===== config.mk =====
export PLATFORM = sky130hd
export DESIGN_NAME = vec_regfile
export DESIGN_NICKNAME = d
export VERILOG_FILES = /design/src/verilog/vec_pkg.sv /design/src/verilog/vec_regfile.sv
export SDC_FILE = /design/constraint.sdc
export NUM_CORES = 2
export LEC_CHECK = 0
export BUFFER_PORTS_ARGS = -buffer_cell sky130_fd_sc_hd__buf_2
export CAP_MARGIN = 20
export CORE_MARGIN = 1.5
export CORE_UTILIZATION = 28
export DETAILED_ROUTE_END_ITERATION = 7
export GPL_TIMING_DRIVEN = 0
export SLEW_MARGIN = 0
export SYNTH_ARGS = -nofsm -noshare
export SYNTH_HDL_FRONTEND = slang
export SYNTH_SLANG_ARGS = --single-unit

===== constraint.sdc =====
create_clock -name clk -period 15.4 [get_ports clk]
set_input_delay 3.08 -clock clk [delete_from_list [all_inputs] [get_ports clk]]
set_output_delay 3.08 -clock clk [all_outputs]
set_load 0.01 [all_outputs]

===== src/verilog/vec_pkg.sv =====
package vec_pkg;

  // register file geometry
  localparam int VLEN      = 128;
  localparam int NUM_VREGS = 32;
  localparam int VREG_AW   = 5;

  typedef logic [VLEN-1:0]    vreg_t;
  typedef logic [VREG_AW-1:0] vreg_addr_t;

  // element count, 0 to 16
  typedef logic [4:0] vl_t;

  // last code is reserved, treated as SEW32
  typedef enum logic [1:0] {
    SEW8     = 2'b00,
    SEW16    = 2'b01,
    SEW32    = 2'b10,
    SEW_RSVD = 2'b11
  } sew_e;

  typedef enum logic [2:0] {
    VADD  = 3'd0,
    VSUB  = 3'd1,
    VAND  = 3'd2,
    VOR   = 3'd3,
    VXOR  = 3'd4,
    VMINU = 3'd5,
    VMAXU = 3'd6
  } vop_e;

  // per-width element limits
  localparam vl_t VLMAX_SEW8  = vl_t'(VLEN / 8);
  localparam vl_t VLMAX_SEW16 = vl_t'(VLEN / 16);
  localparam vl_t VLMAX_SEW32 = vl_t'(VLEN / 32);

  typedef struct packed {
    sew_e sew;
    vl_t  vl;
  } vcfg_t;

  // state out of reset
  localparam vcfg_t CFG_RESET = '{sew: SEW32, vl: VLMAX_SEW32};

  typedef struct packed {
    vop_e       op;
    vreg_addr_t vd;
    vreg_addr_t vs1;
    vreg_addr_t vs2;
  } vcmd_t;

  // rw high means write
  typedef struct packed {
    logic       en;
    logic       rw;
    vreg_addr_t addr;
    vreg_t      wdata;
  } vhost_req_t;

  typedef struct packed {
    logic       en;
    logic       rw;
    vreg_addr_t addr;
    vreg_t      wdata;
  } vrf_port_t;

  // sequencer states
  typedef enum logic [1:0] {
    IDLE = 2'd0,
    RD_A = 2'd1,
    RD_B = 2'd2,
    WB   = 2'd3
  } seq_state_e;

endpackage

===== src/verilog/vec_regfile.sv =====
`timescale 1ns/1ps

module vec_regfile (
  input  logic               clk,
  input  vec_pkg::vrf_port_t port,
  output vec_pkg::vreg_t     rdata
);

  import vec_pkg::*;

  // one entry per vector register
  vreg_t mem [NUM_VREGS];

  // write lands at the sampling edge
  always_ff @(posedge clk) begin
    if (port.en && port.rw) begin
      mem[port.addr] <= port.wdata;
    end
  end

  // registered read, data valid the cycle after
  // rdata holds between reads
  always_ff @(posedge clk) begin
    if (port.en && !port.rw) begin
      rdata <= mem[port.addr];
    end
  end

endmodule


# Word level (Yosys, flattened, before mapping)
# Memory sizes are Yosys's and may differ from the RTL's. A register that Yosys moved wholly into a read port is not among the register bits.
# Index checks and enable logic that the tools add are counted.
# totals
memories,1
in_bits,136
reg_bits,0
romBits,0
latchBits,0
elab_cells,6
output_inout_bits,128
ram_bits,4096
# mem_list
memory,words,word_bits,rd,rd_ports_with_merged_regs,wr,line_no,rtl
mem,32,128,1,1,1,vec_regfile.sv:12,vreg_t mem [NUM_VREGS];
# classes
eq_ne,0
div,0
n_bitwise,0
n_reduce_logical,3
n_shift,0
n_lt_le_gt_ge,0
n_mux,2
n_mul,0
n_addsub,0
# op_table
cell,count
logical AND 1 bit,2
2-to-1 mux 1 bit,2
logical NOT 1 bit,1

# Longest topological paths before layout
# logic_depth
ltp_word,3
depth_mapped,8
mapped_depth_nobuf,4

# Worst setup path after synthesis
# Ideal clock, no wire load.
# synth_timing
path_kind,input port to flip-flop
startpoint,input port[129] (netlist name)
endpoint,"memory mem[26][0] (netlist name), enable pin"
path_buffers,4
setup_time_ns,0.772
cell_stages,6
t_arrival_ns,12.796
slack_ns,1.832
required_time_ns,14.628
path_cell_list,buf_2 > buf_2 > buf_2 > buf_2 > nand4b_1 > nor3_1
# synth_lines
item,line_no,rtl
"start, declared",vec_regfile.sv:5,"input vec_pkg::vrf_port_t port,"
"end, declared",vec_regfile.sv:12,
# No word-level cell before the write port.

# Final worst setup path
# layout_timing
startpoint,input port[129] (netlist name)
endpoint,"memory mem[27][55] (netlist name), enable pin"
# No word-level cell before the write port.

==> results list <==
- The worst register-to-register path ends at rdata[7].
* Worst-case clock buffer depth: 4
* Area share of and/or/nand/nor cells after synthesis: 0.0155
- Share of power burned in the clock network: 0.414
- Yosys printed 0 warnings.
- Maximum fanout along the worst path: 11
- Setup violators final: 0
* Vias in the first global route: 79300
- Top Ports: 264
- Launch instance of the worst register-to-register path: mem[10][7]
* Gpl congestion: 0.747
- The multi-input combinational cells in the finished layout cover a total of 29600 um^2.
* Sum of net half-perimeters after detailed placement: 290 mm
* Pin count of the biggest net entering global routing: 33
- The flow ran to the end, and the final reports show no timing, DRC or antenna violations.
- After clock tree synthesis, the repair step resized 0 gates.
* Max-slew headroom: 0.191
- The later pin in the worst-skew pair is clocked with a latency of 0.99 ns.
- Of the total power, registers draw 0.543.
- Drt total wl: 427 mm
- Of the total power, combinational logic draws 0.044.
- Port-buffer cells: 261
- After floorplanning, the core was divided into 275 placement rows.
- Part of the Yosys area used for sequential elements: 0.801
- Area fraction in compound gates after synthesis: 0.0405
* Adder and majority gate portion of the synthesized area: 0
- The net count of the finished layout is 9278.
- Clock-pin slew on the worst setup and hold paths: 0.06 ns
- After synthesis, the netlist uses 20 different library cells.
- Cell area after technology mapping: 158000 um^2
* Post-route cell area: 187000 um^2
- Setup repair after global routing left no endpoint under its margin.
- Die height: 755 um
- The internal power of the cells totals 18.5 mW.
- Type of the worst setup path: in -> reg
* Post-DP Area: 174000 um^2
- The hold violation count in the final report is 0.
- Dividing the final minimum period by the clock period gives 0.530.
- Via count: 81000
- Required time at the endpoint of the critical path: 16.04 ns
- Register-to-register setup slack: 12.73 ns
* End of the worst hold path: rdata[2]
- # DRC: 0
- Gate count of the mapped netlist: 8205
* CTS Buf Count: 423
- Number of iterations in the first detailed-routing pass: 5
- By area, the combinational part of the netlist is dominated by multiplexers.
- Across the routed clock network, the largest skew measured is 0.0685 ns.
* Fin Setup TNS: 0 ns
- Clock tree synthesis found a total of 4224 sinks.
- Average vias per placed instance: 4.76
* Synthesized area per cell: 19.3 um^2
- Die outline area: 570000 um^2
- For the pin with the worst max-slew slack, the measured transition is 1.20 ns.
- R2r worst-path depth: 4
- Of the total synthesized cell area, the portion taken by XOR and XNOR cells is 0.
- The max-slew violation count is 0.
- Based on the critical path, the design can be clocked at up to 122 MHz.
- For this design, the CTS-stage hold fixing added 0 buffers.
- In the final routed layout, each cell accounts on average for 25.1 um.
- Hold timing on the final database bottoms out at a slack of 0.747 ns.
* 1st-iter DRT viols: 7914
- Data on the critical path arrives at its endpoint at 8.81 ns.
- Counting the fill cells in the layout gives 52800.
- Number of nets in the synthesized netlist: 8341
- Registers take 127000 um^2.
* CP endpoint kind: register
* Total design power: 23.5 mW
* Placeable Area: 562000 um^2
* Final critical-path required period: 8.17 ns
* Initial standard-cell utilization of the core: 0.282
* Layout overhead on the synthesized area: 18.0%
* CTS HTree Levels: 5
- First-pass GRT wire length: 596 mm
- Summed over all nets, the switching power comes to 5.05 mW.
* Total power per unit cell area: 126 nW/um^2
* Buffer type at the clock tree root: clkbuf_16
- Measured against the total synthesized area, the mux share comes to 0.130.
- Die width: 755 um
- Setup repair bufs after CTS: 0
- Initial antenna violation count: 153
* Standby leakage power: 63.2 nW
- Residual antenna-violating net count after detailed routing: 0
- Synth Register Bits: 4224
- Share of layout cells above drive strength 1: 0.143
- Utilization of the core after routing: 0.332
- For this run the aggregate overflow at the end of global routing stands at 0.
* Worst voltage drop across the vdd grid: 95.8 uV
* Setup crit start kind: input pin
- Switch share: 0.215
- TritonCTS clock tree: yes
* Min-delay src: mem[29][2]
- In the global route stage, overall resource usage came out at 0.144.
- Hold Path Cell Cnt: 4
- The path class of the tightest hold or removal check is reg -> reg.
* Max-capacitance violation count: 0
cells by family (layout without fill, tap and decap cells):
| family | Yosys count | in the layout |
|---|---|---|
| DFF | 4224 | 4224 |
| muxes | 2048 | 2048 |
| AOI/OAI and AO/OA | 1024 | 1024 |
| buffers and inverters | 461 | 1744 |
| and+or+nand+nor | 448 | 448 |
| other | 0 | 41 |
cell usage in the layout, fill, tap and decap left out, types with 62 or more instances in the layout:
cell type / instances
edfxtp_1: 4224
mux2i_1: 2048
o22ai_1: 1024
buf_2: 535
clkbuf_16: 427
nor4_1: 256
clkbuf_1: 255
buf_12: 144
nand2_1: 132
clkinv_1: 112
clkinv_2: 62
through the flow:
step / cells / setup slack (ns)
2_1_floorplan: 8205 / 1.83
3_3_place_gp: 15900 / -10.37
3_5_place_dp: 16200 / 6.34
4_1_cts: 17000 / 7.34
5_1_grt: 17000 / 7.31
6_report: 17000 / 7.23
final cells by class:
cell class                      count  share of cell area
Clock inverter                    231             0.00990
Sequential cell                  4224               0.679
Tap cell                         7479              0.0501
Clock buffer                      540              0.0595
Buffer                            461              0.0111
Multi-Input combinational cell   3520               0.159
Antenna cell                       41            0.000549
Timing Repair Buffer              512              0.0310
flip-flops by register name (all words and copies together) (netlist names):
register and count:
rdata 128, mem 4096
power groups by stage:
stage | Clock (mW) | Combinational, mW | Sequential, mW
global placement | 0 | 0.998 | 13.1
floorplan | 0 | 0.484 | 13.0
CTS | 9.91 | 1.04 | 12.8
detailed placement | 0 | 1.04 | 13.0
finish | 9.74 | 1.03 | 12.8
global route | 10.4 | 1.09 | 12.8
metal layers:
metal / vias up / GRT usage / wire (um)
met2: 3020 / 0.238 / 204000
li1: 35700 / - / -
met5: - / 0 / 322
met3: 869 / 0.0253 / 29100
met1: 41400 / 0.192 / 179000
met4: 58 / 0.0479 / 15100
critical path, stage by stage:
cell and delay, ns:
buf_2 0.16, buf_2 0.62, buf_2 0.99, buf_2 0.56, nand4_1 0.88, nor3_2 0.91, buf_6 0.25, buf_6 0.17
buf_4 0.22, buf_4 0.23, buf_6 0.19, buf_6 0.18, buf_4 0.20
synth_stat cells:
library cell  count  area (um^2)
o22ai_1        1024         6410
or4b_1            4         40.0
or4_1             1         7.51
edfxtp_1       4224       127000
nand3b_1          2         15.0
nand2_1         132          495
nand4_1           2         12.5
nand4b_1          5         43.8
nand4bb_1         6         67.6
or3b_2            2         17.5
nor3_1            4         20.0
nor2b_1           1         6.26
clkbuf_1        145          544
buf_2           264         1320
buf_1            52          195
mux2i_1        2048        20500
nor4_1          256         1600
nand3_1           1         5.00
or3_1             2         12.5
nor2_1           30          113
worst max-delay path by stage:
stage	cells past startpoint	to	slack, ns	startpoint
after CTS	13	mem[27][55]	7.34	port[129]
after detailed placement	13	mem[27][55]	6.34	port[129]
after global placement	6	mem[27][55]	-10.37	port[129]
after floorplan	6	mem[26][0]	1.83	port[129]
after global routing	13	mem[27][55]	7.31	port[129]
final	13	mem[27][55]	7.23	port[129]
Power figures use the tool's default switching activity.
