File: config.mk
export PLATFORM = sky130hd
export DESIGN_NAME = vec_cfg
export DESIGN_NICKNAME = d
export VERILOG_FILES = /design/src/verilog/vec_pkg.sv /design/src/verilog/vec_cfg.sv
export SDC_FILE = /design/constraint.sdc
export NUM_CORES = 1
export LEC_CHECK = 0
export ABC_AREA = 1
export ABC_CLOCK_PERIOD_IN_PS = 3800
export BUFFER_PORTS_ARGS = -buffer_cell sky130_fd_sc_hd__buf_2
export CAP_MARGIN = 20
export CORE_AREA = 2 2 39 41
export DETAILED_ROUTE_END_ITERATION = 8
export DIE_AREA = 0 0 41 43
export HOLD_SLACK_MARGIN = 0.06
export PLACE_DENSITY_LB_ADDON = 0.12
export SLEW_MARGIN = 15
export SYNTH_ARGS = -nofsm -noshare
export SYNTH_HDL_FRONTEND = slang
export SYNTH_SLANG_ARGS = --single-unit
File: constraint.sdc
create_clock -name clk -period 3.8 [get_ports clk]
set_clock_uncertainty 0.15 [all_clocks]
set_input_delay 0.38 -clock clk [delete_from_list [all_inputs] [get_ports clk]]
set_output_delay 0.38 -clock clk [all_outputs]
set_load 0.03 [all_outputs]
File: src/verilog/vec_pkg.sv
package vec_pkg;

  // register file geometry
  localparam int VLEN      = 128;
  localparam int NUM_VREGS = 32;
  localparam int VREG_AW   = 5;

  typedef logic [VLEN-1:0]    vreg_t;
  typedef logic [VREG_AW-1:0] vreg_addr_t;

  // element count, 0 to 16
  typedef logic [4:0] vl_t;

  // last code is reserved, treated as SEW32
  typedef enum logic [1:0] {
    SEW8     = 2'b00,
    SEW16    = 2'b01,
    SEW32    = 2'b10,
    SEW_RSVD = 2'b11
  } sew_e;

  typedef enum logic [2:0] {
    VADD  = 3'd0,
    VSUB  = 3'd1,
    VAND  = 3'd2,
    VOR   = 3'd3,
    VXOR  = 3'd4,
    VMINU = 3'd5,
    VMAXU = 3'd6
  } vop_e;

  // per-width element limits
  localparam vl_t VLMAX_SEW8  = vl_t'(VLEN / 8);
  localparam vl_t VLMAX_SEW16 = vl_t'(VLEN / 16);
  localparam vl_t VLMAX_SEW32 = vl_t'(VLEN / 32);

  typedef struct packed {
    sew_e sew;
    vl_t  vl;
  } vcfg_t;

  // state out of reset
  localparam vcfg_t CFG_RESET = '{sew: SEW32, vl: VLMAX_SEW32};

  typedef struct packed {
    vop_e       op;
    vreg_addr_t vd;
    vreg_addr_t vs1;
    vreg_addr_t vs2;
  } vcmd_t;

  // rw high means write
  typedef struct packed {
    logic       en;
    logic       rw;
    vreg_addr_t addr;
    vreg_t      wdata;
  } vhost_req_t;

  typedef struct packed {
    logic       en;
    logic       rw;
    vreg_addr_t addr;
    vreg_t      wdata;
  } vrf_port_t;

  // sequencer states
  typedef enum logic [1:0] {
    IDLE = 2'd0,
    RD_A = 2'd1,
    RD_B = 2'd2,
    WB   = 2'd3
  } seq_state_e;

endpackage
File: src/verilog/vec_cfg.sv
`timescale 1ns/1ps

module vec_cfg (
  input  logic           clk,
  input  logic           rst_n,
  input  logic           cfg_we,
  input  vec_pkg::sew_e  cfg_sew,
  input  vec_pkg::vl_t   cfg_avl,
  output vec_pkg::vcfg_t cfg
);

  import vec_pkg::*;

  sew_e sew_eff;
  vl_t  vl_max;
  vl_t  vl_new;

  // legalize width, reserved code acts as 32-bit
  always_comb begin
    case (cfg_sew)
      SEW8:    sew_eff = SEW8;
      SEW16:   sew_eff = SEW16;
      default: sew_eff = SEW32;
    endcase
  end

  // lane count for the chosen width
  always_comb begin
    case (sew_eff)
      SEW8:    vl_max = VLMAX_SEW8;
      SEW16:   vl_max = VLMAX_SEW16;
      default: vl_max = VLMAX_SEW32;
    endcase
  end

  // vl = min(avl, vlmax), like vsetvli
  assign vl_new = (cfg_avl > vl_max) ? vl_max : cfg_avl;

  // new config seen from the next cycle
  always_ff @(posedge clk) begin
    if (!rst_n) begin
      cfg <= CFG_RESET;
    end else if (cfg_we) begin
      cfg <= '{sew: sew_eff, vl: vl_new};
    end
  end

endmodule

* Yosys cells after proc, flatten, opt, wreduce, memory -nomap -nowiden
Index checks and enable logic that the tools add are counted.
** Cells by class
- Order comparisons :: 1
- Reductions and logical operators :: 2
- Equality and inequality tests :: 2
- Mux-type cells :: 3
** Operator list (number)
- case mux 5 bit (2 select lines) :: 1
- > comparator 5 bit :: 1
- two-way mux 5 bit :: 1
- == test 2 x 1 -> 1 bit, second input constant :: 2
- zero test 2 bit :: 2
- case mux 2 bit (2 select lines) :: 1
** Storage, ports and cells
- Logic and storage cells :: 10
- Input port bits :: 10
- Output and inout port bits :: 7
- Bits in registers :: 7

* Depth between registers and ports, before layout
- Depth after elaboration :: 6
- Gate-level depth with buffers :: 12
- Mapped depth without buffers :: 12

* Worst setup path after synthesis
No wires, ideal clock.
- Path kind :: input -> register
- Start :: input port cfg_sew[0]
- End :: register cfg[3] (netlist name)
- Required time :: 3541 ps
- Slack :: 2217 ps
- Buffers on the path :: 0
- Stages on the path :: 12
- Setup time :: 109 ps
- Arrival :: 1324 ps
- Cell sequence :: inv_1 > nor2_1 > inv_1 > ha_1 > nand2_1 > clkinv_1 > nand3_2 > nand2_4 > nand2_1 > nand3_1 > nand2_1 > inv_1
** Between the ends
- Word-level cells in the longest chain between the ends :: 6
- Elaborated cells on any way between the ends :: 8
- Those cells by class :: order compare: 1; eq/ne: 2; mux: 3; reduce/logical: 2
** Ends and longest elaborated chain
- from (decl) :: line vec_cfg.sv:7 : input vec_pkg::sew_e cfg_sew,
- == test 2 x 1 -> 1 bit / zero test 2 bit (equally long branches) :: line vec_cfg.sv:20 : case (cfg_sew)
- case mux 2 bit (2 select lines) (*) :: line vec_cfg.sv:20
- == test 2 x 1 -> 1 bit / zero test 2 bit (equally long branches) :: line vec_cfg.sv:29 : case (sew_eff)
- case mux 5 bit (2 select lines) (*) :: line vec_cfg.sv:29
- > comparator 5 bit :: line vec_cfg.sv:37 : assign vl_new = (cfg_avl > vl_max) ? vl_max : cfg_avl;
- two-way mux 5 bit (*) :: line vec_cfg.sv:37
- to (signal assigned) :: line vec_cfg.sv:44 : cfg <= '{sew: sew_eff, vl: vl_new};
- to (decl) :: line vec_cfg.sv:9 : output vec_pkg::vcfg_t cfg
Mark *: on every way between the ends. The rest lies on a longest branch, timed or not.
A chain may end at the register's enable or synchronous reset.

* Worst setup path in the final report
- Start :: input port cfg_sew[1]
- End :: register cfg[3] (netlist name)
Same word-level chain as after synthesis.

==> flow_summary.toml <==
[outcome]
outcome = "finished, final reports clean"

[clock_tree]
clock_sinks = 7
cts-root-buf = "clkbuf_4"
cts_resized = 0
tritoncts = "done"
htreeDepth = 1
clock_path_buffers = 2
cts_made_buffers = 3
postCtsSetupRepairBufs = 0
cts_hold_buf = 0
clkLatencyLatePin_ps = 240
cts.clk_slew.worst_paths_ps = 50

[yosys]
synth_enable_flop_cells = 0
syn_avg_cell_area_um2 = 7.23
ys_types = 17
synthCells = 58
yosysMostFrequentCell = "nand2_1"
synth_common_cells = "11 x nand2_1, 9 x inv_1, 7 x dfxtp_1"
synth_ff_type = "dfxtp_1"
synthTopCellsByArea = "dfxtp_1 33%, nand2_1 9.9%, ha_1 9.0%, inv_1 8.1%, nand3_1 7.2%"
async_reset_ff_share_pct = 0
synth_nets = 71
synth_top_area_share_pct = 33.4
yosysSeqAreaShare_pct = 33.4
yosysTopAreaCell = "dfxtp_1"
yosys_warnings = 0
ys_seq_elements = 7
syn_area_um2 = 419

[global_route]
grt_max_degree = 14
antenna_found_initial = 0
overflow = 0
grt_pass1_wl_um = 1380
grt_pass1_vias = 353
grt_usage_pct = 11.5

[timing]
drv_slew = 0
setup_tns_ps = 0
finalHoldViolations = 0
slew_headroom_pct = 86.3
fmax_mhz = 617
setup_viol = 0
finalCriticalPeriod_ps = 1620
min_period_over_period_pct = 42.6
worstMarginPinSlew_ps = 205
rsz0062_at_grt = "no"

[layout]
top_regs = "cfg: 7 flops"
instances_no_fill = 93
top_register = "cfg"
nNetsFinal = 91
largest_reg_flops = 7
drive_above_1_share_pct = 32.5
n_antenna_cell = 0
synthToLayoutAreaGrowth_pct = 26.6

[critical_path]
reg2reg_slack_ps = 3030
worstPathRequired_ps = 3790
ff2ff_path_depth = 2
timing.rr.end = "cfg[1]"
critPathMaxFanout = 5
cp.arrival_ps = 1610
worstSetupStartpointType = "primary input"
timing.rr.start = "cfg[1]"
cp-end-kind = "register"
timing_worst_setup_path_type = "primary input to register"

[routing]
wire_per_inst_um = 8.42
vias_per_cell = 4.41
first_iter_violations = 4
vias = 410
drc_errors = 0
detail_route.wirelength_um = 783
ant_nets = 0
first_pass_iters = 3

[min_path]
min_path_type = "primary input to register"
worstHoldStart = "rst_n"
hold_depth = 2
hold_end = "cfg[6]"

[pwr]
p_leak_nw = 0.284
vdd_drop_max_mv = 0.0926
pwr-share-comb_pct = 26.9
p_sw_mw = 0.0611
power.share.clock_pct = 32.3
seqPwrFrac_pct = 40.9
intPower_mw = 0.138
switching_share_pct = 30.7
p_per_area_nw_per_um2 = 375

[job]
maxCapViolations = 0

[placement]
dp_cells = 89
gp_congestion = 0.786
io_buffers = 16

[floorplan]
io_pins = 17
die_w_um = 41
core_um2 = 1380
num_rows = 14
initial_utilization_pct = 30.3
die_y_um = 43
die_area_um2 = 1760
## final cells by class
class                   count  area (µm²)
multi-input cells          40         226
inverters                  10        37.5
clock buffers               4        26.3
flip-flops and latches      7         140
well taps                  16        20.0
fillers                   156         853
repair buffers             16        80.1
## kinds of logic (layout without fill, tap and decap cells)
group | Yosys count | count (layout) | synth area share, %
AO/OA/AOI/OAI | 8 | 8 | 10.4
flip-flops | 7 | 7 | 33.4
adder cells (fa/ha/maj) | 3 | 3 | 8.96
buffers and inverters | 11 | 30 | 12.5
AND/OR/NAND/NOR | 29 | 29 | 34.6
## placed cells by master (no fill, tap or decap), drive strengths merged
cell    netlist  final
nor2          7      7
ha            3      3
a21oi         5      5
clkinv        1      1
inv           9      9
nand3         8      8
o21ai         3      3
nand2        13     13
buf           1     16
nand3b        1      1
clkbuf        0      4
dfxtp         7      7
## power groups by stage
stage                     registers [mW]  clock network (mW)  logic, mW
after global placement            0.0826                   0     0.0539
final                             0.0812              0.0642     0.0534
after floorplan                   0.0938                   0     0.0280
after CTS                         0.0812              0.0671     0.0543
after detailed placement          0.0827                   0     0.0541
after global routing              0.0821              0.0732     0.0599
## per-layer routing
layer,vias to the layer above,track usage [%],share of wire (%)
met1,177,13.5,46
met4,0,8.00,1.8
met2,9,17.2,48
met3,2,3.14,4.2
li1,222,-,-
met5,-,0,0
## worst max-delay path: stages
cell and delay (ps):
buf_2 130, nor2_1 150, inv_1 90, ha_1 300, nand2_1 70, clkinv_1 60, nand3_2 110, nand2_4 80
nand2_1 60, nand3_1 70, nand2_1 70, inv_1 30
## metrics by stage
step / setup slack (ps) / cell area, µm² / hold slack [ps] / utilization (%) / total power [mW]
2_1_floorplan: 2220 / 419 / 314 / - / 0.122
3_3_place_gp: 1940 / 504 / 295 / 36.4 / 0.137
3_5_place_dp: 1930 / 504 / 295 / 36.4 / 0.137
4_1_cts: 2170 / 531 / 215 / 38.3 / 0.203
5_1_grt: 2060 / 531 / 217 / 38.3 / 0.215
6_report: 2180 / 531 / 217 / 38.3 / 0.199
## worst max path at each step
| stage | from | to |
|---|---|---|
| after floorplan | cfg_sew[0] | cfg[3] |
| after global placement | cfg_sew[1] | cfg[3] |
| after detailed placement | cfg_sew[1] | cfg[3] |
| after CTS | cfg_sew[1] | cfg[3] |
| after global routing | cfg_sew[1] | cfg[3] |
| final | cfg_sew[1] | cfg[3] |
No activity file was read; power rests on OpenSTA's default activity.
