File: config.mk
export PLATFORM = sky130hd
export DESIGN_NAME = vec_sequencer
export DESIGN_NICKNAME = d
export VERILOG_FILES = /design/src/verilog/vec_pkg.sv /design/src/verilog/vec_sequencer.sv
export SDC_FILE = /design/constraint.sdc
export NUM_CORES = 1
export LEC_CHECK = 0
export BUFFER_PORTS_ARGS = -buffer_cell sky130_fd_sc_hd__buf_4
export CORE_AREA = 2 2 321 323
export CTS_CLUSTER_DIAMETER = 50
export CTS_CLUSTER_SIZE = 40
export DETAILED_ROUTE_END_ITERATION = 10
export DIE_AREA = 0 0 323 325
export SKIP_LAST_GASP = 1
export SYNTH_ARGS = -nofsm -noshare
export SYNTH_HDL_FRONTEND = slang
export SYNTH_SLANG_ARGS = --single-unit
File: constraint.sdc
create_clock -name clk -period 14.45 [get_ports clk]
set_input_delay 0.7225 -clock clk [delete_from_list [all_inputs] [get_ports clk]]
set_output_delay 0.7225 -clock clk [all_outputs]
set_load 0.01 [all_outputs]
File: src/verilog/vec_pkg.sv
package vec_pkg;

  // register file geometry
  localparam int VLEN      = 128;
  localparam int NUM_VREGS = 32;
  localparam int VREG_AW   = 5;

  typedef logic [VLEN-1:0]    vreg_t;
  typedef logic [VREG_AW-1:0] vreg_addr_t;

  // element count, 0 to 16
  typedef logic [4:0] vl_t;

  // last code is reserved, treated as SEW32
  typedef enum logic [1:0] {
    SEW8     = 2'b00,
    SEW16    = 2'b01,
    SEW32    = 2'b10,
    SEW_RSVD = 2'b11
  } sew_e;

  typedef enum logic [2:0] {
    VADD  = 3'd0,
    VSUB  = 3'd1,
    VAND  = 3'd2,
    VOR   = 3'd3,
    VXOR  = 3'd4,
    VMINU = 3'd5,
    VMAXU = 3'd6
  } vop_e;

  // per-width element limits
  localparam vl_t VLMAX_SEW8  = vl_t'(VLEN / 8);
  localparam vl_t VLMAX_SEW16 = vl_t'(VLEN / 16);
  localparam vl_t VLMAX_SEW32 = vl_t'(VLEN / 32);

  typedef struct packed {
    sew_e sew;
    vl_t  vl;
  } vcfg_t;

  // state out of reset
  localparam vcfg_t CFG_RESET = '{sew: SEW32, vl: VLMAX_SEW32};

  typedef struct packed {
    vop_e       op;
    vreg_addr_t vd;
    vreg_addr_t vs1;
    vreg_addr_t vs2;
  } vcmd_t;

  // rw high means write
  typedef struct packed {
    logic       en;
    logic       rw;
    vreg_addr_t addr;
    vreg_t      wdata;
  } vhost_req_t;

  typedef struct packed {
    logic       en;
    logic       rw;
    vreg_addr_t addr;
    vreg_t      wdata;
  } vrf_port_t;

  // sequencer states
  typedef enum logic [1:0] {
    IDLE = 2'd0,
    RD_A = 2'd1,
    RD_B = 2'd2,
    WB   = 2'd3
  } seq_state_e;

endpackage
File: src/verilog/vec_sequencer.sv
`timescale 1ns/1ps

module vec_sequencer (
  input  logic                clk,
  input  logic                rst_n,
  input  logic                cmd_valid,
  input  vec_pkg::vcmd_t      cmd,
  input  vec_pkg::vcfg_t      cfg,
  input  vec_pkg::vhost_req_t host,
  input  vec_pkg::vreg_t      rf_rdata,
  input  vec_pkg::vreg_t      alu_result,
  output vec_pkg::vrf_port_t  rf_port,
  output vec_pkg::vreg_t      op_a,
  output vec_pkg::vreg_t      op_b,
  output vec_pkg::vcfg_t      op_cfg,
  output vec_pkg::vop_e       op,
  output logic                busy,
  output logic                done,
  output logic                rvalid
);

  import vec_pkg::*;

  seq_state_e state;
  seq_state_e state_nxt;

  // WB takes two cycles, first captures vs2, second writes vd
  logic  wb_arm;
  logic  wb_fire;
  logic  accept;
  vcmd_t cmd_q;

  assign busy    = (state != IDLE);
  assign wb_fire = (state == WB) && wb_arm;

  // take a command when idle, or in the write cycle so the next one
  // starts right behind it
  assign accept = cmd_valid && ((state == IDLE) || wb_fire);

  assign op = cmd_q.op;

  always_comb begin
    state_nxt = state;
    case (state)
      IDLE: begin
        if (accept) begin
          state_nxt = RD_A;
        end
      end
      RD_A: state_nxt = RD_B;
      RD_B: state_nxt = WB;
      WB: begin
        if (wb_arm) begin
          state_nxt = accept ? RD_A : IDLE;
        end
      end
      default: state_nxt = IDLE;
    endcase
  end

  // control state
  always_ff @(posedge clk) begin
    if (!rst_n) begin
      state  <= IDLE;
      wb_arm <= 1'b0;
      done   <= 1'b0;
      rvalid <= 1'b0;
    end else begin
      state  <= state_nxt;
      wb_arm <= (state == WB) && !wb_arm;
      // pulse for the cycle after the write edge
      done   <= wb_fire;
      // host read data is out one cycle after it was sampled
      rvalid <= (state == IDLE) && host.en && !host.rw;
    end
  end

  // command and config frozen for the whole op
  // later cfg writes only reach the next command
  always_ff @(posedge clk) begin
    if (accept) begin
      cmd_q  <= cmd;
      op_cfg <= cfg;
    end
  end

  // operand capture off the read port
  always_ff @(posedge clk) begin
    if (state == RD_B) begin
      op_a <= rf_rdata;
    end
    if ((state == WB) && !wb_arm) begin
      op_b <= rf_rdata;
    end
  end

  // port mux, host owns it only while idle
  always_comb begin
    rf_port = '0;
    case (state)
      IDLE: rf_port = vrf_port_t'(host);
      RD_A: rf_port = '{en: 1'b1, rw: 1'b0, addr: cmd_q.vs1, wdata: '0};
      RD_B: rf_port = '{en: 1'b1, rw: 1'b0, addr: cmd_q.vs2, wdata: '0};
      // nothing on the port while vs2 data settles
      WB:   rf_port = '{en: wb_arm, rw: 1'b1, addr: cmd_q.vd, wdata: alu_result};
      default: rf_port = '0;
    endcase
  end

endmodule

After elaboration in Yosys (flattened, before gate mapping) --
Cells that the tools add are included.
Operators by class: equal/unequal tests 5, muxes and demuxes 5, reductions and logical operators 11
Operator list (number):
- case mux 135 bit (4 select lines) | 1
- case mux 2 bit (4 select lines) | 1
- logical AND 1 bit | 5
- == test 2 bit (second input constant) | 2
- two-way mux 2 bit | 2
- != test 2 bit (second input constant) | 2
- == test 2 x 1 -> 1 bit (second input constant) | 1
- zero test 1 bit | 2
- zero test 2 bit | 1
- AND reduction 2 bit | 1
- nonzero test 2 bit | 1
- logical OR 1 bit | 1
- two-way mux 1 bit | 1
Word-level totals: input port bits 419, word-level logic and storage cells 33, flip-flop bits (word level) 286, output and inout port bits 404

Depth between registers and ports, before layout --
Gate-level depths: netlist (run 1).
depth after elaboration 7, gate-level depth with buffers 7, mapped depth without buffers 5

Worst setup path before layout (run 1) --
Ideal clock, no wire load.
path type reg-to-output, from register state[0], to output rf_port[128] in the netlist's numbering, required time 13.727 ns, arrival time 4.507 ns, stages on the path, launching flop included 5, setup slack 9.221 ns, path buffers 0, cells stage by stage dfxtp_1 inv_1 ha_1 a222oi_1 mux2i_1
RTL lines:
- start, declared | RTL line vec_sequencer.sv:24 | seq_state_e state;
- start signal, assigned | RTL line vec_sequencer.sv:69 | state <= state_nxt;
- end, declared | RTL line vec_sequencer.sv:12 | output vec_pkg::vrf_port_t rf_port,

==> reports/qor.yml, run 1 <==
p_leak_nw: 7.84
ys_ff_latch: 286
preCtsSetupSlack_ns: 10.62
worst_pin_slew_ns: 1.05
clk_latency_ns: 0.62
ios: 823
syn_area_per_cell_um2: 16.6
hold_buffers: 0
status: "finished, final reports clean"
setup_viol_count_final: 0
setup_ws_ns: 9.95
synth_cell_types: 26
cp-end-kind: "output pin"
clockRootBuffer: "clkbuf_16"
yosys.area.top_type_share_pct: 80.6
route.vias.total: 9003
hold_violations: 0
synth_most_common_cell: "edfxtp_1"
cp_max_fo: 82
dp.final_hpwl_um: 52300
cts_tree: "built"
syn_nets: 1053
finalPower_w: 0.00328
post_drt_wl_per_cell_um: 21.6
initial_core_util_pct: 10.3
netlist_area_um2: 10500
synth_edf_count: 281
arrival_ns: 3.77
core_area_um2: 101000
yosysWarnings: 0
routed_wirelength_um: 61800
drive_gt1_share_pct: 60.6
finalSetupTns_ns: 0
die_w_um: 323
period_needed_ns: 4.50
grtUsageTotal_pct: 10.9
irDropWorstVdd_mv: 0.107
synth_ff_type: "edfxtp_1"
fmax_mhz: 222
required_ns: 13.73
cts_resized: 0
cap_violations: 0
syn_to_final_growth_pct: 85.5
core.rowCount: 117
grt_pass1_vias: 8923
synth_top_area_cell: "edfxtp_1"
path_clk_slew_ns: 0.07
synth_commonest_cells: "edfxtp_1 (281), nand2_1 (129), o21ai_0 (67), a22o_1 (64), buf_2 (16)"
drtIter0Drc: 679
grt_overflow: 0
async_flop_share_pct: 0
fin_worst_skew_ns: 0.0531
htreeDepth: 1
grt_pass1_wl_um: 76400
antenna_left: 0
post_cts_buffers: 0
slew_viol_final: 0
firstDrtPassIters: 5
grt_max_degree: 83
drc: 0
n_fill_cell: 11047
die_area_um2: 105000
port_buffers: 822
rsz0062_at_grt: "no"
crit_path_start_kind: "register"
cts_sinks: 286
powerDensity_nw_per_um2: 169
slew_headroom_pct: 29.2
antenna_found_initial: 32
place_congestion: 0.870
finalCritPeriodShare_pct: 31.1
cts_buffer_depth: 3
numCtsBuffers: 30
worstSetupPathType: "register to output pin"
ys_seq_area_share_pct: 81.6
avgViaCountPerCell: 3.14
synthTopCellsByArea: "edfxtp_1 (81%), a22o_1 (5.4%), nand2_1 (4.6%), o21ai_0 (3.2%), dfxtp_1 (0.96%)"
hold_path_class: "input pin to register"
die_h_um: 325
fin_nets: 1877
synthCells: 629
## per-stage QoR
stage	area [um^2]	util, %	hold WS [ns]	cells
6_report	19400	19.2	0.274	2863
5_1_grt	19400	19.2	0.234	2857
4_1_cts	19400	19.1	0.232	2845
3_5_place_dp	18200	18.0	0.570	2789
3_3_place_gp	18200	18.0	0.554	2787
2_1_floorplan	10500	-	0.497	629
## cell families after synthesis
| logic type | after synthesis | share of synthesized area, % |
|---|---|---|
| DFF | 286 | 81.6 |
| muxes | 5 | 0.478 |
| adders and majority gates | 5 | 0.598 |
| AOI/OAI and AO/OA | 142 | 9.44 |
| and+or+nand+nor | 140 | 5.32 |
| buffers and inverters | 51 | 2.59 |
## registers in the layout, indices dropped and copies added, names as in the netlist
name / cells
done: 1
op_cfg: 7
wb_arm: 1
rvalid: 1
op: 3
state: 2
op_b: 128
op_a: 128
cmd_q: 15
## critical path, cell delays in order (launching register included)
cell and delay [ns]:
dfxtp_1 0.33, inv_1 0.21, ha_4 0.60, buf_4 0.62, buf_4 0.72, o21ai_0 0.34, buf_4 0.22
## power by group
group / total (W) / switching (W) / internal [W]
registers: 0.00116 / 0.0000505 / 0.00111
clock network: 0.000859 / 0.000380 / 0.000479
logic: 0.00126 / 0.000725 / 0.000537
total: 0.00328 / 0.00116 / 0.00212
## worst paths after layout
| path | cells past startpoint | start | slack [ns] | endpoint |
|---|---|---|---|---|
| setup / recovery | 6 | state[0] | 9.95 | rf_port[29] |
| hold / removal | 1 | cmd[1] | 0.27 | cmd_q[1] |
| hold reg to reg | 2 | state[1] | 0.58 | state[1] |
| setup reg to reg | 4 | state[0] | 11.40 | op_a[112] |
## area by class of cell
class | instances | area, um^2 | share of cell area [%]
well taps | 1368 | 1710 | 8.82
clock inverters | 25 | 378 | 1.95
diodes | 18 | 45.0 | 0.232
clock buffers | 31 | 754 | 3.89
inverters | 11 | 46.3 | 0.238
multi-input cells | 292 | 1700 | 8.73
flip-flops and latches | 286 | 8540 | 44.0
repair buffers | 832 | 6250 | 32.2
## cell usage in the layout, fill, tap and decap left out, drive strengths merged
master | Yosys | layout
a211oi | 1 | 1
a21o | 1 | 1
a21oi | 2 | 2
a222oi | 5 | 5
a22o | 64 | 64
a311oi | 1 | 1
and3 | 1 | 1
and4b | 1 | 1
buf | 29 | 832
bufinv | 0 | 4
clkbuf | 11 | 31
clkinv | 0 | 5
clkinvlp | 0 | 3
dfxtp | 5 | 5
diode | 0 | 18
edfxtp | 281 | 281
ha | 5 | 5
inv | 11 | 24
mux2i | 5 | 5
nand2 | 129 | 129
nand2b | 2 | 2
nand3 | 1 | 1
nor2 | 3 | 3
nor2b | 3 | 3
o21ai | 67 | 67
o31a | 1 | 1
## metal layers
| layer | global-route usage, % | up-vias | wire [um] |
|---|---|---|---|
| li1 | - | 4062 | - |
| met1 | 12.2 | 4286 | 23800 |
| met2 | 17.0 | 585 | 27800 |
| met3 | 6.85 | 60 | 9120 |
| met4 | 2.57 | 10 | 972 |
| met5 | 1.76 | - | 60 |
No activity file was read; power rests on OpenSTA's default activity.
==> run 2: changes to the inputs <==
- clock period: 14.45 -> 3.6 ns (I/O delays scaled with it)
==> reports/qor.yml, run 2 (same netlist as run 1, synthesis figures left out) <==
crit_family: "buffers and inverters"
cp_max_fo: 75
die_area_um2: 105000
crit_path_start_kind: "register"
hold_violations: 0
drive_gt1_share_pct: 55.0
p_switching_w: 0.00467
hold_path_class: "input pin to register"
p_comb_share_pct: 40.3
use_met1_pct: 13.7
drtIter0Drc: 694
fmax_mhz: 327
dp.final_hpwl_um: 51900
period_needed_ns: 3.06
finalCritPeriodShare_pct: 85.0
clockRootBuffer: "clkbuf_16"
placed_cell_area_um2: 18400
irDropWorstVdd_mv: 0.466
cap_violations: 0
core_area_um2: 101000
slowest_stage: "ha_4"
top_usage_layer: "met2"
seqPwrFrac_pct: 35.3
fin_nets: 2042
port_buffers: 822
grt_pass1_vias: 9627
p_leak_nw: 8.52
layout_commonest_cell: "buf_4"
met2_usage_pct: 16.9
ios: 823
grt_pass1_wl_um: 78200
slew_viol_final: 0
powerDensity_nw_per_um2: 624
switching_share_pct: 35.6
grt_max_degree: 76
htreeDepth: 1
use_met3_pct: 5.07
route.vias.total: 9743
post_drt_wl_per_cell_um: 20.5
path_clk_slew_ns: 0.06
antenna_left: 0
avgViaCountPerCell: 3.22
firstDrtPassIters: 5
critPathMaxStageDelay_ns: 0.55
cp_common_cell: "buf_12"
status: "finished, final reports clean"
reg_top3: "op_a (128), op_b (128), cmd_q (15)"
critPathBufInv: 4
die_h_um: 325
die_w_um: 323
fin_worst_skew_ns: 0.0560
antenna_found_initial: 35
numCtsBuffers: 30
rsz0062_at_grt: "no"
cp-end-kind: "output pin"
worstSetupPathType: "register to output pin"
arrival_ns: 2.88
pwr-share-clk_pct: 24.4
routed_wirelength_um: 62000
design_area_um2: 21000
cts_buffer_depth: 3
layout_common_cells: "buf_4 (835), edfxtp_1 (281), dlygate4sd3_1 (156)"
initial_core_util_pct: 10.3
core.rowCount: 117
clk_latency_ns: 0.63
finalSetupTns_ns: 0
cts_sinks: 286
cts_tree: "built"
drc: 0
rrSetupSlack_ns: 1.15
grtUsageTotal_pct: 10.9
grt_overflow: 0
path_cells: "inv_1, ha_4, buf_12, buf_12, a22o_1, buf_4"
syn_to_final_growth_pct: 101
place_congestion: 0.930
worst_pin_slew_ns: 0.785
p_int_w: 0.00844
required_ns: 3.42
slew_headroom_pct: 47.1
setup_viol_count_final: 0
==> run 2: changes by cell type in the layout (fill, tap and decap cells not counted), sizes merged <==
cell / before / now
clkinv: 5 / 10
clkinvlp: 3 / 4
dlygate4sd3: 0 / 156
bufinv: 4 / 0
inv: 24 / 21
diode: 18 / 14
buf: 832 / 841
==> run 2: worst reg2reg max path: cells and delay by family, from the launching register on <==
family                   cells  cell delay [ns]
flip-flops                   1             0.42
adder cells (fa/ha/maj)      1             0.38
buffers and inverters        3             1.03
AND/OR/NAND/NOR              1             0.13
==> run 2: what timing repair did <==
item                       in CTS  in global routing
setup buffers                   0                  0
setup endpoints to repair       0                  0
hold buffers                  156                  0
hold endpoints to repair      286                  0
resized for setup               0                  0
==> run 2: metrics by stage <==
stage | hold WS, ns | power, W | worst slack [ns] | util [%] | std cells
2_1_floorplan | 0.279 | 0.00676 | 0.553 | - | 629
3_3_place_gp | 0.358 | 0.00981 | 0.426 | 18.1 | 2796
3_5_place_dp | 0.359 | 0.00986 | 1.14 | 18.1 | 2798
4_1_cts | 0.0515 | 0.0132 | 0.536 | 20.7 | 3009
5_1_grt | 0.0432 | 0.0137 | 0.384 | 20.7 | 3015
6_report | 0.0605 | 0.0131 | 0.538 | 20.8 | 3023
==> run 2: final cells by class <==
class / count / area, um^2
Clock inverter: 24 / 293
Tap cell: 1368 / 1710
Inverter: 11 / 46.3
Fill cell: 10968 / 80300
Multi-Input combinational cell: 292 / 1700
Clock buffer: 31 / 754
Sequential cell: 286 / 8540
Timing Repair Buffer: 997 / 7950
Antenna cell: 14 / 35.0
==> run 2: power by group through the flow <==
| stage | Sequential, W | Combinational (W) | Clock, W |
|---|---|---|---|
| 6_report | 0.00462 | 0.00529 | 0.00320 |
| 5_1_grt | 0.00467 | 0.00567 | 0.00339 |
| 3_3_place_gp | 0.00468 | 0.00513 | 0 |
| 3_5_place_dp | 0.00469 | 0.00517 | 0 |
| 4_1_cts | 0.00462 | 0.00535 | 0.00327 |
| 2_1_floorplan | 0.00495 | 0.00181 | 0 |
==> run 2: worst paths after layout <==
path                                start     endpoint  cells past startpoint
worst min register to register     wb_arm         done                      1
worst min-delay path            host[133]       rvalid                      2
worst max register to register   state[1]     op_b[13]                      5
worst max-delay path             state[0]  rf_port[84]                      6
==> run 2: routing by layer <==
metal,share of wire (%),up-vias
met4,2.1,18
met1,41,4613
met3,12,88
li1,-,4392
met5,0.20,-
met2,44,632
